File: src/mem_cfg.svh
`ifndef MEM_CFG_SVH
`define MEM_CFG_SVH

// physical byte address
`define MEM_ADDR_W 32

// one AXI beat, a full double word
`define MEM_DATA_W 64

// one enable per byte lane
`define MEM_STRB_W (`MEM_DATA_W / 8)

// AXI transaction id, always driven as zero
`define MEM_ID_W 4

`endif

File: src/mem_pkg.sv
`include "mem_cfg.svh"

package mem_pkg;

    typedef logic [`MEM_ADDR_W-1:0] addr_t;
    typedef logic [`MEM_DATA_W-1:0] dword_t;
    typedef logic [`MEM_STRB_W-1:0] strb_t;
    typedef logic [31:0]            instr_t;

    typedef enum logic [1:0] {
        SIZE_B = 2'b00, // funct3[1:0] encoding
        SIZE_H = 2'b01,
        SIZE_W = 2'b10,
        SIZE_D = 2'b11
    } size_e;

    typedef struct packed {
        addr_t  addr;  // double-word aligned
        logic   we;
        dword_t wdata; // already in its lanes
        strb_t  strb;
    } bus_req_t;

    typedef struct packed {
        dword_t rdata;
    } bus_rsp_t;

    typedef enum logic [1:0] {
        ARB_IDLE,
        ARB_FETCH,
        ARB_LSU
    } arb_state_e;

    typedef enum logic [1:0] {
        AXI_IDLE,
        AXI_ADDR,
        AXI_DATA, // r channel
        AXI_RESP  // b channel
    } axi_state_e;

    typedef struct packed {
        addr_t                addr;
        logic [`MEM_ID_W-1:0] id;
    } axi_ar_t;

    typedef struct packed {
        addr_t                addr;
        logic [`MEM_ID_W-1:0] id;
    } axi_aw_t;

    typedef struct packed {
        dword_t data;
        strb_t  strb;
    } axi_w_t;

endpackage

File: src/fetch_port.sv
`timescale 1ns/1ps

module fetch_port (
    input  logic              clk,
    input  logic              arst_n_i,
    input  logic              fetch_req_i,
    input  mem_pkg::addr_t    fetch_addr_i,
    output logic              fetch_busy_o,
    output logic              fetch_valid_o,
    output mem_pkg::instr_t   fetch_instr_o,
    output logic              bus_req_o,
    output mem_pkg::bus_req_t bus_req_data_o,
    input  logic              bus_done_i,
    input  mem_pkg::bus_rsp_t bus_rsp_i
);
    import mem_pkg::*;

    logic  busy_q;
    addr_t addr_q;
    logic  accept;

    assign accept = fetch_req_i && !busy_q; // strobes while busy are dropped

    always_ff @(posedge clk or negedge arst_n_i) begin
        if (!arst_n_i) begin
            busy_q        <= 1'b0;
            fetch_valid_o <= 1'b0;
        end else begin
            fetch_valid_o <= busy_q && bus_done_i;
            if (accept) begin
                busy_q <= 1'b1;
            end else if (bus_done_i) begin
                busy_q <= 1'b0;
            end
        end
    end

    always_ff @(posedge clk) begin
        if (accept) begin
            addr_q <= fetch_addr_i;
        end
        if (busy_q && bus_done_i) begin
            // bit 2 picks the instruction half of the double word
            fetch_instr_o <= addr_q[2] ? bus_rsp_i.rdata[63:32] : bus_rsp_i.rdata[31:0];
        end
    end

    assign fetch_busy_o = busy_q;
    assign bus_req_o    = busy_q; // request level held until done

    assign bus_req_data_o = '{
        addr:  {addr_q[$bits(addr_t)-1:3], 3'b000},
        we:    1'b0,
        wdata: '0,
        strb:  '1
    };

endmodule

File: src/lsu_port.sv
`timescale 1ns/1ps

module lsu_port (
    input  logic              clk,
    input  logic              arst_n_i,
    input  logic              lsu_req_i,
    input  logic              lsu_we_i,
    input  mem_pkg::size_e    lsu_size_i,
    input  logic              lsu_unsigned_i,
    input  mem_pkg::addr_t    lsu_addr_i,
    input  mem_pkg::dword_t   lsu_wdata_i,
    output logic              lsu_busy_o,
    output logic              lsu_done_o,
    output mem_pkg::dword_t   lsu_rdata_o,
    output logic              bus_req_o,
    output mem_pkg::bus_req_t bus_req_data_o,
    input  logic              bus_done_i,
    input  mem_pkg::bus_rsp_t bus_rsp_i
);
    import mem_pkg::*;

    logic     busy_q;
    logic     accept;
    size_e    size_q;
    logic     unsigned_q;
    logic     [2:0] off_q;
    bus_req_t req_q;
    strb_t    strb_d;
    dword_t   lanes;
    dword_t   load_ext;

    assign accept = lsu_req_i && !busy_q;

    always_comb begin
        case (lsu_size_i)
            SIZE_B:  strb_d = strb_t'(8'h01) << lsu_addr_i[2:0];
            SIZE_H:  strb_d = strb_t'(8'h03) << lsu_addr_i[2:0];
            SIZE_W:  strb_d = strb_t'(8'h0f) << lsu_addr_i[2:0];
            default: strb_d = '1;
        endcase
    end

    always_comb begin
        lanes = bus_rsp_i.rdata >> {off_q, 3'b000}; // bring the addressed lane to bit 0
        case (size_q)
            SIZE_B:  load_ext = {{56{lanes[7] & ~unsigned_q}}, lanes[7:0]};
            SIZE_H:  load_ext = {{48{lanes[15] & ~unsigned_q}}, lanes[15:0]};
            SIZE_W:  load_ext = {{32{lanes[31] & ~unsigned_q}}, lanes[31:0]};
            default: load_ext = lanes;
        endcase
    end

    always_ff @(posedge clk or negedge arst_n_i) begin
        if (!arst_n_i) begin
            busy_q     <= 1'b0;
            lsu_done_o <= 1'b0;
        end else begin
            lsu_done_o <= busy_q && bus_done_i;
            if (accept) begin
                busy_q <= 1'b1;
            end else if (bus_done_i) begin
                busy_q <= 1'b0;
            end
        end
    end

    always_ff @(posedge clk) begin
        if (accept) begin
            size_q      <= lsu_size_i;
            unsigned_q  <= lsu_unsigned_i;
            off_q       <= lsu_addr_i[2:0];
            req_q.addr  <= {lsu_addr_i[$bits(addr_t)-1:3], 3'b000};
            req_q.we    <= lsu_we_i;
            req_q.wdata <= lsu_wdata_i << {lsu_addr_i[2:0], 3'b000};
            req_q.strb  <= strb_d;
        end
        if (busy_q && bus_done_i) begin
            lsu_rdata_o <= req_q.we ? '0 : load_ext; // stores return zero
        end
    end

    assign lsu_busy_o     = busy_q;
    assign bus_req_o      = busy_q;
    assign bus_req_data_o = req_q;

endmodule

File: src/mem_arbiter.sv
`timescale 1ns/1ps

module mem_arbiter (
    input  logic              clk,
    input  logic              arst_n_i,
    input  logic              fetch_req_i,
    input  mem_pkg::bus_req_t fetch_req_data_i,
    output logic              fetch_done_o,
    input  logic              lsu_req_i,
    input  mem_pkg::bus_req_t lsu_req_data_i,
    output logic              lsu_done_o,
    output mem_pkg::bus_rsp_t rsp_o,
    output logic              start_o,
    output mem_pkg::bus_req_t req_data_o,
    input  logic              done_i,
    input  mem_pkg::bus_rsp_t rsp_i
);
    import mem_pkg::*;

    arb_state_e state_q;
    logic       sel_lsu;

    // in idle the load/store side wins a tie
    assign sel_lsu = (state_q == ARB_LSU) || (state_q == ARB_IDLE && lsu_req_i);

    assign start_o    = (state_q == ARB_IDLE) && (fetch_req_i || lsu_req_i);
    assign req_data_o = sel_lsu ? lsu_req_data_i : fetch_req_data_i;

    assign fetch_done_o = done_i && (state_q == ARB_FETCH); // done goes to the owner only
    assign lsu_done_o   = done_i && (state_q == ARB_LSU);
    assign rsp_o        = rsp_i;                            // shared by both ports

    always_ff @(posedge clk or negedge arst_n_i) begin
        if (!arst_n_i) begin
            state_q <= ARB_IDLE;
        end else begin
            case (state_q)
                ARB_IDLE: begin
                    if (lsu_req_i) begin
                        state_q <= ARB_LSU;
                    end else if (fetch_req_i) begin
                        state_q <= ARB_FETCH;
                    end
                end
                ARB_FETCH, ARB_LSU: begin
                    if (done_i) begin
                        state_q <= ARB_IDLE; // grant held for the whole access
                    end
                end
                default: state_q <= ARB_IDLE;
            endcase
        end
    end

endmodule

File: src/axi_master.sv
`timescale 1ns/1ps

module axi_master (
    input  logic              clk,
    input  logic              arst_n_i,
    input  logic              start_i,
    input  mem_pkg::bus_req_t req_i,
    output logic              done_o,
    output mem_pkg::bus_rsp_t rsp_o,
    output logic              axi_aw_valid_o,
    input  logic              axi_aw_ready_i,
    output mem_pkg::axi_aw_t  axi_aw_o,
    output logic              axi_w_valid_o,
    input  logic              axi_w_ready_i,
    output mem_pkg::axi_w_t   axi_w_o,
    output logic              axi_w_last_o,
    input  logic              axi_b_valid_i,
    output logic              axi_b_ready_o,
    output logic              axi_ar_valid_o,
    input  logic              axi_ar_ready_i,
    output mem_pkg::axi_ar_t  axi_ar_o,
    input  logic              axi_r_valid_i,
    output logic              axi_r_ready_o,
    input  mem_pkg::dword_t   axi_r_data_i
);
    import mem_pkg::*;

    axi_state_e state_q;
    bus_req_t   req_q;
    logic       aw_done_q;
    logic       w_done_q;
    logic       aw_hs;
    logic       w_hs;

    assign axi_aw_valid_o = (state_q == AXI_ADDR) && req_q.we && !aw_done_q;
    assign axi_w_valid_o  = (state_q == AXI_ADDR) && req_q.we && !w_done_q;
    assign axi_ar_valid_o = (state_q == AXI_ADDR) && !req_q.we;
    assign axi_r_ready_o  = (state_q == AXI_DATA);
    assign axi_b_ready_o  = (state_q == AXI_RESP);
    assign axi_w_last_o   = 1'b1; // single beat, always the last one

    // len 0, size 8 bytes, INCR and id 0; sideband fields are not exported
    assign axi_aw_o = '{addr: req_q.addr, id: '0};
    assign axi_ar_o = '{addr: req_q.addr, id: '0};
    assign axi_w_o  = '{data: req_q.wdata, strb: req_q.strb};

    assign aw_hs = axi_aw_valid_o && axi_aw_ready_i;
    assign w_hs  = axi_w_valid_o && axi_w_ready_i;

    always_ff @(posedge clk or negedge arst_n_i) begin
        if (!arst_n_i) begin
            state_q   <= AXI_IDLE;
            aw_done_q <= 1'b0;
            w_done_q  <= 1'b0;
            done_o    <= 1'b0;
        end else begin
            done_o <= 1'b0;
            case (state_q)
                AXI_IDLE: begin
                    aw_done_q <= 1'b0;
                    w_done_q  <= 1'b0;
                    if (start_i) begin
                        state_q <= AXI_ADDR;
                    end
                end
                AXI_ADDR: begin
                    if (req_q.we) begin
                        if (aw_hs) begin
                            aw_done_q <= 1'b1; // aw and w may finish in any order
                        end
                        if (w_hs) begin
                            w_done_q <= 1'b1;
                        end
                        if ((aw_done_q || aw_hs) && (w_done_q || w_hs)) begin
                            state_q <= AXI_RESP;
                        end
                    end else if (axi_ar_ready_i) begin
                        state_q <= AXI_DATA;
                    end
                end
                AXI_DATA: begin
                    if (axi_r_valid_i) begin
                        state_q <= AXI_IDLE;
                        done_o  <= 1'b1;
                    end
                end
                AXI_RESP: begin
                    if (axi_b_valid_i) begin // response code ignored
                        state_q <= AXI_IDLE;
                        done_o  <= 1'b1;
                    end
                end
                default: state_q <= AXI_IDLE;
            endcase
        end
    end

    always_ff @(posedge clk) begin
        if (state_q == AXI_IDLE && start_i) begin
            req_q <= req_i;
        end
        if (axi_r_ready_o && axi_r_valid_i) begin
            rsp_o <= '{rdata: axi_r_data_i};
        end
    end

endmodule

File: src/cpu_mem_top.sv
`timescale 1ns/1ps

module cpu_mem_top (
    input  logic             clk,
    input  logic             arst_n_i,
    input  logic             fetch_req_i,
    input  mem_pkg::addr_t   fetch_addr_i,
    output logic             fetch_busy_o,
    output logic             fetch_valid_o,
    output mem_pkg::instr_t  fetch_instr_o,
    input  logic             lsu_req_i,
    input  logic             lsu_we_i,
    input  mem_pkg::size_e   lsu_size_i,
    input  logic             lsu_unsigned_i,
    input  mem_pkg::addr_t   lsu_addr_i,
    input  mem_pkg::dword_t  lsu_wdata_i,
    output logic             lsu_busy_o,
    output logic             lsu_done_o,
    output mem_pkg::dword_t  lsu_rdata_o,
    output logic             axi_aw_valid_o,
    input  logic             axi_aw_ready_i,
    output mem_pkg::axi_aw_t axi_aw_o,
    output logic             axi_w_valid_o,
    input  logic             axi_w_ready_i,
    output mem_pkg::axi_w_t  axi_w_o,
    output logic             axi_w_last_o,
    input  logic             axi_b_valid_i,
    output logic             axi_b_ready_o,
    output logic             axi_ar_valid_o,
    input  logic             axi_ar_ready_i,
    output mem_pkg::axi_ar_t axi_ar_o,
    input  logic             axi_r_valid_i,
    output logic             axi_r_ready_o,
    input  mem_pkg::dword_t  axi_r_data_i
);
    import mem_pkg::*;

    logic     fetch_bus_req;
    bus_req_t fetch_bus_data;
    logic     fetch_bus_done;
    logic     lsu_bus_req;
    bus_req_t lsu_bus_data;
    logic     lsu_bus_done;
    bus_rsp_t port_rsp;   // fans out to both ports
    logic     axi_start;
    bus_req_t axi_req;
    logic     axi_done;
    bus_rsp_t axi_rsp;

    fetch_port fetch_port_inst (
        .clk            (clk),
        .arst_n_i       (arst_n_i),
        .fetch_req_i    (fetch_req_i),
        .fetch_addr_i   (fetch_addr_i),
        .fetch_busy_o   (fetch_busy_o),
        .fetch_valid_o  (fetch_valid_o),
        .fetch_instr_o  (fetch_instr_o),
        .bus_req_o      (fetch_bus_req),
        .bus_req_data_o (fetch_bus_data),
        .bus_done_i     (fetch_bus_done),
        .bus_rsp_i      (port_rsp)
    );

    lsu_port lsu_port_inst (
        .clk            (clk),
        .arst_n_i       (arst_n_i),
        .lsu_req_i      (lsu_req_i),
        .lsu_we_i       (lsu_we_i),
        .lsu_size_i     (lsu_size_i),
        .lsu_unsigned_i (lsu_unsigned_i),
        .lsu_addr_i     (lsu_addr_i),
        .lsu_wdata_i    (lsu_wdata_i),
        .lsu_busy_o     (lsu_busy_o),
        .lsu_done_o     (lsu_done_o),
        .lsu_rdata_o    (lsu_rdata_o),
        .bus_req_o      (lsu_bus_req),
        .bus_req_data_o (lsu_bus_data),
        .bus_done_i     (lsu_bus_done),
        .bus_rsp_i      (port_rsp)
    );

    mem_arbiter mem_arbiter_inst (
        .clk              (clk),
        .arst_n_i         (arst_n_i),
        .fetch_req_i      (fetch_bus_req),
        .fetch_req_data_i (fetch_bus_data),
        .fetch_done_o     (fetch_bus_done),
        .lsu_req_i        (lsu_bus_req),
        .lsu_req_data_i   (lsu_bus_data),
        .lsu_done_o       (lsu_bus_done),
        .rsp_o            (port_rsp),
        .start_o          (axi_start),
        .req_data_o       (axi_req),
        .done_i           (axi_done),
        .rsp_i            (axi_rsp)
    );

    axi_master axi_master_inst (
        .clk            (clk),
        .arst_n_i       (arst_n_i),
        .start_i        (axi_start),
        .req_i          (axi_req),
        .done_o         (axi_done),
        .rsp_o          (axi_rsp),
        .axi_aw_valid_o (axi_aw_valid_o),
        .axi_aw_ready_i (axi_aw_ready_i),
        .axi_aw_o       (axi_aw_o),
        .axi_w_valid_o  (axi_w_valid_o),
        .axi_w_ready_i  (axi_w_ready_i),
        .axi_w_o        (axi_w_o),
        .axi_w_last_o   (axi_w_last_o),
        .axi_b_valid_i  (axi_b_valid_i),
        .axi_b_ready_o  (axi_b_ready_o),
        .axi_ar_valid_o (axi_ar_valid_o),
        .axi_ar_ready_i (axi_ar_ready_i),
        .axi_ar_o       (axi_ar_o),
        .axi_r_valid_i  (axi_r_valid_i),
        .axi_r_ready_o  (axi_r_ready_o),
        .axi_r_data_i   (axi_r_data_i)
    );

endmodule

File: config.mk
export PLATFORM = sky130hd
export DESIGN_NAME = cpu_mem_top
export DESIGN_NICKNAME = d
export VERILOG_FILES = /design/src/mem_pkg.sv /design/src/fetch_port.sv /design/src/lsu_port.sv /design/src/mem_arbiter.sv /design/src/axi_master.sv /design/src/cpu_mem_top.sv
export VERILOG_INCLUDE_DIRS = /design/src
export SDC_FILE = /design/constraint.sdc
export NUM_CORES = 1
export LEC_CHECK = 0
export BUFFER_PORTS_ARGS = -buffer_cell sky130_fd_sc_hd__buf_4
export CORE_ASPECT_RATIO = 0.5
export CORE_MARGIN = 2
export CORE_UTILIZATION = 40
export CTS_BUF_LIST = sky130_fd_sc_hd__clkbuf_8
export CTS_CLUSTER_SIZE = 24
export DETAILED_ROUTE_END_ITERATION = 16
export MAX_ROUTING_LAYER = met4
export SYNTH_ARGS = -nofsm -noshare
export SYNTH_HDL_FRONTEND = slang
export SYNTH_SLANG_ARGS = --single-unit
File: constraint.sdc
create_clock -name clk -period 8.09 [get_ports clk]
set_input_delay 0.4045 -clock clk [delete_from_list [all_inputs] [get_ports clk]]
set_output_delay 0.4045 -clock clk [all_outputs]
set_load 0.1 [all_outputs]
==> results.py, run 1 <==
metrics = {
    "final_layout": {
        "fin_nets": 1988,
        "final_util": 0.511,
        "antennaDiodeCount": 0,
        "drive_above_1_share": 0.399,
        "area_delta_synth_final_pct": 25.4,
    },
    "routing": {
        "ant_nets": 0,
        "drtPass1Iterations": 4,
        "wl_um": 54300,
        "drc": 0,
        "drt_iter0_markers": 732,
        "avgViaCountPerCell": 5.07,
        "vias": 12500,
        "wire_per_inst_um": 21.9,
    },
    "synth": {
        "yosys-top-cells-area": "edfxtp_1 (60%), buf_4 (5.8%), mux2_2 (5.6%), mux2i_1 (5.0%), mux4_2 (3.8%)",
        "syn-cell-area_um2": 19900,
        "syn_inst": 1354,
        "ys_ff_latch": 411,
        "yosysWarnings": 0,
        "yosys.cell_types.count": 56,
        "yosys.area.top_type_share": 0.603,
        "yosysMostFrequentCell": "edfxtp_1",
        "synth_flop_cell": "edfxtp_1",
        "synth_edf_count": 400,
        "seq_area_frac_synth": 0.617,
        "synth_common_cells": "edfxtp_1 (400), buf_4 (155), mux2i_1 (100), mux2_2 (99), nor2b_1 (88)",
        "avgSynthCellArea_um2": 14.7,
        "synth.largest_area_cell": "edfxtp_1",
        "async_flop_share": 0.0268,
    },
    "power": {
        "ir_worst_vdd_mv": 0.252,
        "power.density_nw_per_um2": 335,
        "p_total_w": 0.00837,
        "p_leak_nw": 9.43,
    },
    "clock_network": {
        "clk_latency_ns": 0.65,
        "root_buffer": "clkbuf_8",
        "cts_buffers": 59,
        "cts_sinks": 411,
        "cts.htree.levels": 2,
        "cts_tree": "built",
        "cts_resized": 0,
        "clock_path_buffers": 3,
        "path_clk_slew_ns": 0.07,
        "hold_buffers": 134,
        "postCtsSetupBuffers": 0,
    },
    "timing": {
        "timing.fmax_mhz": 280,
        "worst_pin_slew_ns": 1.09,
        "skew_ns": 0.0214,
        "finalCritPeriodShare": 0.441,
        "max_slew_margin": 0.276,
        "drv_slew": 0,
        "worst_slack_ns": 4.52,
        "finalHoldViolCount": 0,
        "holdWs_ns": 0.0890,
        "setup_viol": 0,
        "fin_tns_setup_ns": 0,
        "min_period_ns": 3.57,
        "rsz0062_at_grt": "no",
    },
    "global_route": {
        "global_route.usage.met3": 0.0324,
        "grt_overflow": 0,
        "antenna_found_initial": 0,
        "grt_busiest_layer": "met2",
        "grt_pass1_vias": 13200,
        "use_met2": 0.379,
        "grt_pass1_wl_um": 80300,
        "grt.total_usage": 0.210,
        "grt_max_degree": 78,
        "grt_util_met1": 0.238,
    },
    "placement": {
        "dpl_worst_slack_ns": 4.55,
        "hpwl_um": 35800,
        "place_congestion": 0.844,
        "numPortBuffers": 437,
    },
    "setup_path": {
        "crit_family": "buffers and inverters",
        "worstSetupPathType": "register to register",
        "slowest_delay_ns": 0.89,
        "cp.arrival_ns": 3.90,
        "path_common_cell": "buf_4",
        "critPathBufInv": 2,
        "cp_max_fo": 56,
        "startpoint_type": "register",
        "cp.required_ns": 8.43,
        "path_cells": "buf_4 -> and2b_1 -> nand2_1 -> nand4_1 -> buf_4 -> a41oi_2",
        "slowest_stage": "edfxtp_1",
        "crit_path_end_kind": "register",
    },
    "floorplan": {
        "io_pins": 455,
        "rows": 57,
        "initial_core_util": 0.407,
        "die_h_um": 162,
        "core_area_um2": 48900,
        "die_w_um": 319,
        "dieArea_um2": 51700,
    },
    "run_status": {
        "status": "complete, no violations",
    },
    "run": {
        "cap_violations": 0,
    },
    "hold_path": {
        "worstHoldPathType": "primary input to register",
    },
}
==> power by group <==
part | switching [W] | internal [W]
Sequential | 0.000204 | 0.00287
Combinational | 0.00290 | 0.000808
Clock | 0.000832 | 0.000753
==> worst paths after layout <==
| kind | start | to | slack, ns | depth (start not counted) |
|---|---|---|---|---|
| min reg2reg | lsu_port_inst.bus_req_data_o[5] | axi_master_inst.axi_w_o[5] | 0.50 | 1 |
| min in group asynchronous | arst_n_i | lsu_port_inst.lsu_done_o | 0.19 | 2 |
| max | lsu_port_inst.off_q[0] | lsu_port_inst.lsu_rdata_o[46] | 4.52 | 6 |
| max in group asynchronous | arst_n_i | mem_arbiter_inst.state_q[0] | 7.74 | 2 |
| max reg2reg | lsu_port_inst.off_q[0] | lsu_port_inst.lsu_rdata_o[46] | 4.52 | 6 |
| min | lsu_wdata_i[6] | lsu_port_inst.bus_req_data_o[14] | 0.09 | 2 |
==> sequential cells by signal (all words and copies together) (netlist names), 2 cells and up <==
name,cells
fetch_port_inst.addr_q,30
axi_master_inst.state_q,2
axi_master_inst.rsp_o,64
lsu_port_inst.size_q,2
fetch_port_inst.fetch_instr_o,32
mem_arbiter_inst.state_q,2
lsu_port_inst.off_q,3
axi_master_inst.axi_ar_o,29
axi_master_inst.axi_w_o,72
lsu_port_inst.bus_req_data_o,102
lsu_port_inst.lsu_rdata_o,64
==> cell usage in the layout, fill, tap and decap left out, types with 3 or more instances in the layout <==
master	synthesis	final
nor2b_1	88	86
dlygate4sd3_1	0	134
o21ai_1	16	16
a21oi_2	7	7
a31oi_2	3	3
nand2b_1	15	15
o21bai_1	9	9
and3_1	6	4
a21oi_1	27	26
o211ai_1	5	5
nand2_1	53	53
mux4_2	34	34
ha_1	5	5
nor3_1	3	3
mux2i_1	100	100
a41oi_2	30	30
and2_1	26	25
buf_4	155	453
clkinv_1	1	16
or2_2	10	10
nor3b_1	4	4
o2bb2ai_1	12	12
clkinv_2	0	12
conb_1	2	15
dfrtp_1	11	11
o21ai_0	20	20
o22ai_1	16	16
nand3b_1	3	3
clkbuf_8	0	59
edfxtp_1	400	400
mux2_2	99	99
nor2_1	59	59
a21o_1	3	3
a31oi_1	13	13
inv_1	15	31
==> metal layers <==
| layer | up-vias | part of all wire |
|---|---|---|
| met3 | 109 | 0.038 |
| li1 | 5753 | - |
| met2 | 323 | 0.54 |
| met5 | - | 0 |
| met4 | 0 | 0.033 |
| met1 | 6356 | 0.39 |
==> kinds of logic (layout without fill, tap and decap cells) <==
family,count (synthesis),after routing,synth area share
other cells,2,15,0.000377
buf+inv,253,710,0.0873
flops,411,411,0.617
compound gates,173,173,0.0727
simple gates,276,276,0.0737
fa+ha+maj,5,5,0.00314
mux,234,234,0.145
==> metrics by stage <==
| stage | std cells | cell area [um^2] |
|---|---|---|
| finish | 2473 | 25000 |
| detailed placement | 2232 | 22500 |
| CTS | 2473 | 25000 |
| global route | 2473 | 25000 |
| floorplan | 1367 | 20000 |
| global placement | 2232 | 22500 |
==> layout make-up <==
class                           count  area, um^2
Fill cell                        4081       23900
Sequential cell                   411       12300
Multi-Input combinational cell    703        5980
Timing Repair Buffer              587        4740
Clock buffer                       59         812
Tap cell                          649         812
Clock inverter                     48         275
Inverter                           16        60.1
==> worst register-to-register path, cell delays in order (launching register included) <==
cell and delay (ns):
edfxtp_1 0.89, buf_4 0.77, and2b_1 0.48, nand2_1 0.12, nand4_1 0.10, buf_4 0.65, a41oi_2 0.26
Power figures use the tool's default switching activity.
==> run 2, diff against run 1 <==
==> constraint.sdc (replaced) <==
create_clock -name clk -period 3.7 [get_ports clk]
set_input_delay 0.185 -clock clk [delete_from_list [all_inputs] [get_ports clk]]
set_output_delay 0.185 -clock clk [all_outputs]
set_load 0.1 [all_outputs]
==> run 2 against run 1 <==
Net effect:
- design area rose by 2.6%
- critical path type unchanged
- worst setup slack got worse by 3.6 ns
- global-route usage is 0.36 points higher
- sequential cell count did not move
- largest power group unchanged
- hold slack got worse by 0.046 ns
- combinational power is 120% higher
- routed wire length is 1.4% higher
- critical endpoint is now lsu_port_inst.lsu_rdata_o[26]
- clock-buffer cell count increased by 2
- clock power is 150% higher
- core utilization up 1.3 points
- total power increased by 130%
- fmax is 29% higher
==> results.py, run 2 (synthesis results as in run 1) <==
metrics = {
    "power": {
        "power_frac_seq": 0.355,
        "clkPwrFrac": 0.209,
        "swShare": 0.461,
        "p_comb_frac": 0.437,
        "p_leak_nw": 9.71,
        "p_total_w": 0.0189,
        "power.density_nw_per_um2": 737,
        "intPower_w": 0.0102,
        "ir_worst_vdd_mv": 0.534,
        "net-switching-power_w": 0.00870,
    },
    "timing": {
        "drv_slew": 0,
        "worst_slack_ns": 0.925,
        "rsz0062_at_grt": "no",
        "timing.fmax_mhz": 360,
        "finalCritPeriodShare": 0.750,
        "worst_pin_slew_ns": 1.02,
        "setup_viol": 0,
        "skew_ns": 0.0214,
        "finalHoldViolCount": 0,
        "max_slew_margin": 0.316,
        "min_period_ns": 2.78,
    },
    "setup_path": {
        "cp.required_ns": 4.17,
        "r2r_start": "lsu_port_inst.off_q[1]",
        "reg2reg_slack_ns": 0.92,
        "cp.arrival_ns": 3.24,
        "crit_path_end_kind": "register",
        "timing.rr.end": "lsu_port_inst.lsu_rdata_o[26]",
        "reg2reg_depth": 5,
        "startpoint_type": "register",
        "worstSetupPathType": "register to register",
        "cp_max_fo": 36,
    },
    "hold_path": {
        "worstHoldPathCells": 3,
        "holdCritStartpoint": "lsu_wdata_i[28]",
        "worstHoldPathType": "primary input to register",
        "min_to": "lsu_port_inst.bus_req_data_o[44]",
    },
    "routing": {
        "vias": 12700,
        "ant_nets": 0,
        "drtPass1Iterations": 5,
        "drc": 0,
        "avgViaCountPerCell": 5.03,
        "drt_iter0_markers": 696,
        "wl_um": 55000,
        "wire_per_inst_um": 21.8,
    },
    "clock_network": {
        "path_clk_slew_ns": 0.07,
        "postCtsSetupBuffers": 0,
        "cts_buffers": 60,
        "cts_tree": "built",
        "root_buffer": "clkbuf_8",
        "clk_latency_ns": 0.65,
        "cts.htree.levels": 2,
        "cts_sinks": 411,
        "clock_path_buffers": 3,
    },
    "floorplan": {
        "die_w_um": 319,
        "rows": 57,
        "core_area_um2": 48900,
        "io_pins": 455,
        "die_h_um": 162,
        "dieArea_um2": 51700,
        "initial_core_util": 0.407,
    },
    "final_layout": {
        "finalNonFillerCells": 2519,
        "final_util": 0.524,
        "layout_commonest_cell": "buf_4",
        "largest_reg_flops": 102,
        "drive_above_1_share": 0.401,
        "fin_area_um2": 25600,
        "seq_area_um2": 12300,
        "multiInputGateArea_um2": 5980,
        "fillers": 4075,
        "area_delta_synth_final_pct": 28.7,
        "fin_nets": 2029,
        "final_cell_mix": "buf_4 (455), edfxtp_1 (400), dlygate4sd3_1 (165)",
    },
    "global_route": {
        "antenna_found_initial": 2,
        "grt_pass1_vias": 13400,
        "grt_max_degree": 103,
        "grt.total_usage": 0.213,
        "grt_pass1_wl_um": 81200,
        "grt_overflow": 0,
    },
    "placement": {
        "place_congestion": 0.864,
        "postPlaceCellArea_um2": 22700,
        "hpwl_um": 36200,
        "dpl_worst_slack_ns": 0.991,
        "numPortBuffers": 437,
        "dp_cells": 2241,
    },
    "run_status": {
        "status": "complete, no violations",
    },
    "run": {
        "cap_violations": 0,
    },
}
-- run 2: cell types whose count changed in the layout (fill, tap and decap cells not counted), moves of 2 or more --
cell           delta
dlygate4sd3_1    +31
buf_12            +7
clkinv_2          +6
bufinv_16         +5
inv_1             -5
clkinv_1          -4
buf_4             +2
clkbuf_8          +2
-- run 2: cell type report --
type                            count  share of cell area
Timing Repair Buffer              627               0.203
Inverter                           16             0.00234
Tap cell                          649              0.0317
Sequential cell                   411               0.480
Antenna cell                        1           0.0000977
Multi-Input combinational cell    703               0.233
Clock inverter                     51              0.0167
Clock buffer                       61              0.0328
-- run 2: worst max path at each step --
stage,endpoint,cells past startpoint,from
2_1_floorplan,axi_master_inst.axi_ar_o[10],1,lsu_port_inst.bus_req_o
4_1_cts,lsu_port_inst.lsu_rdata_o[26],5,lsu_port_inst.off_q[1]
5_1_grt,lsu_port_inst.lsu_rdata_o[26],5,lsu_port_inst.off_q[1]
3_3_place_gp,lsu_port_inst.lsu_rdata_o[26],5,lsu_port_inst.off_q[1]
6_report,lsu_port_inst.lsu_rdata_o[26],5,lsu_port_inst.off_q[1]
3_5_place_dp,lsu_port_inst.lsu_rdata_o[26],5,lsu_port_inst.off_q[1]
-- run 2: stage by stage --
step / TNS (ns) / hold slack, ns
floorplan: -1.86 / -0.111
global placement: 0 / 0.0253
detailed placement: 0 / 0.0283
CTS: 0 / 0.0103
global route: 0 / 0.0195
finish: 0 / 0.0428
-- run 2: per-layer routing --
metal	up-vias	global-route usage	routed length [um]
li1	5844	-	-
met4	0	0.0688	1610
met1	6427	0.243	21300
met2	305	0.385	30000
met5	-	-	0
met3	90	0.0360	2150
-- run 2: timing repair --
action                                 CTS  global route
endpoints found under the hold margin  177             0
gates resized for setup                  0             0
hold buffers                           165             0
-- run 2: worst max-delay path: stages (launching register included) --
cell	delay (ns)
edfxtp_1	0.63
mux2i_2	0.29
a22oi_2	0.27
nand4_4	0.68
buf_4	0.50
a31oi_1	0.21
-- run 2: power by group through the flow --
stage | logic, W | registers, W | clock network, W
after floorplan | 0.00639 | 0.00725 | 0
after global placement | 0.00807 | 0.00678 | 0
after detailed placement | 0.00814 | 0.00679 | 0
after CTS | 0.00831 | 0.00670 | 0.00405
after global routing | 0.00854 | 0.00677 | 0.00429
final | 0.00825 | 0.00670 | 0.00394
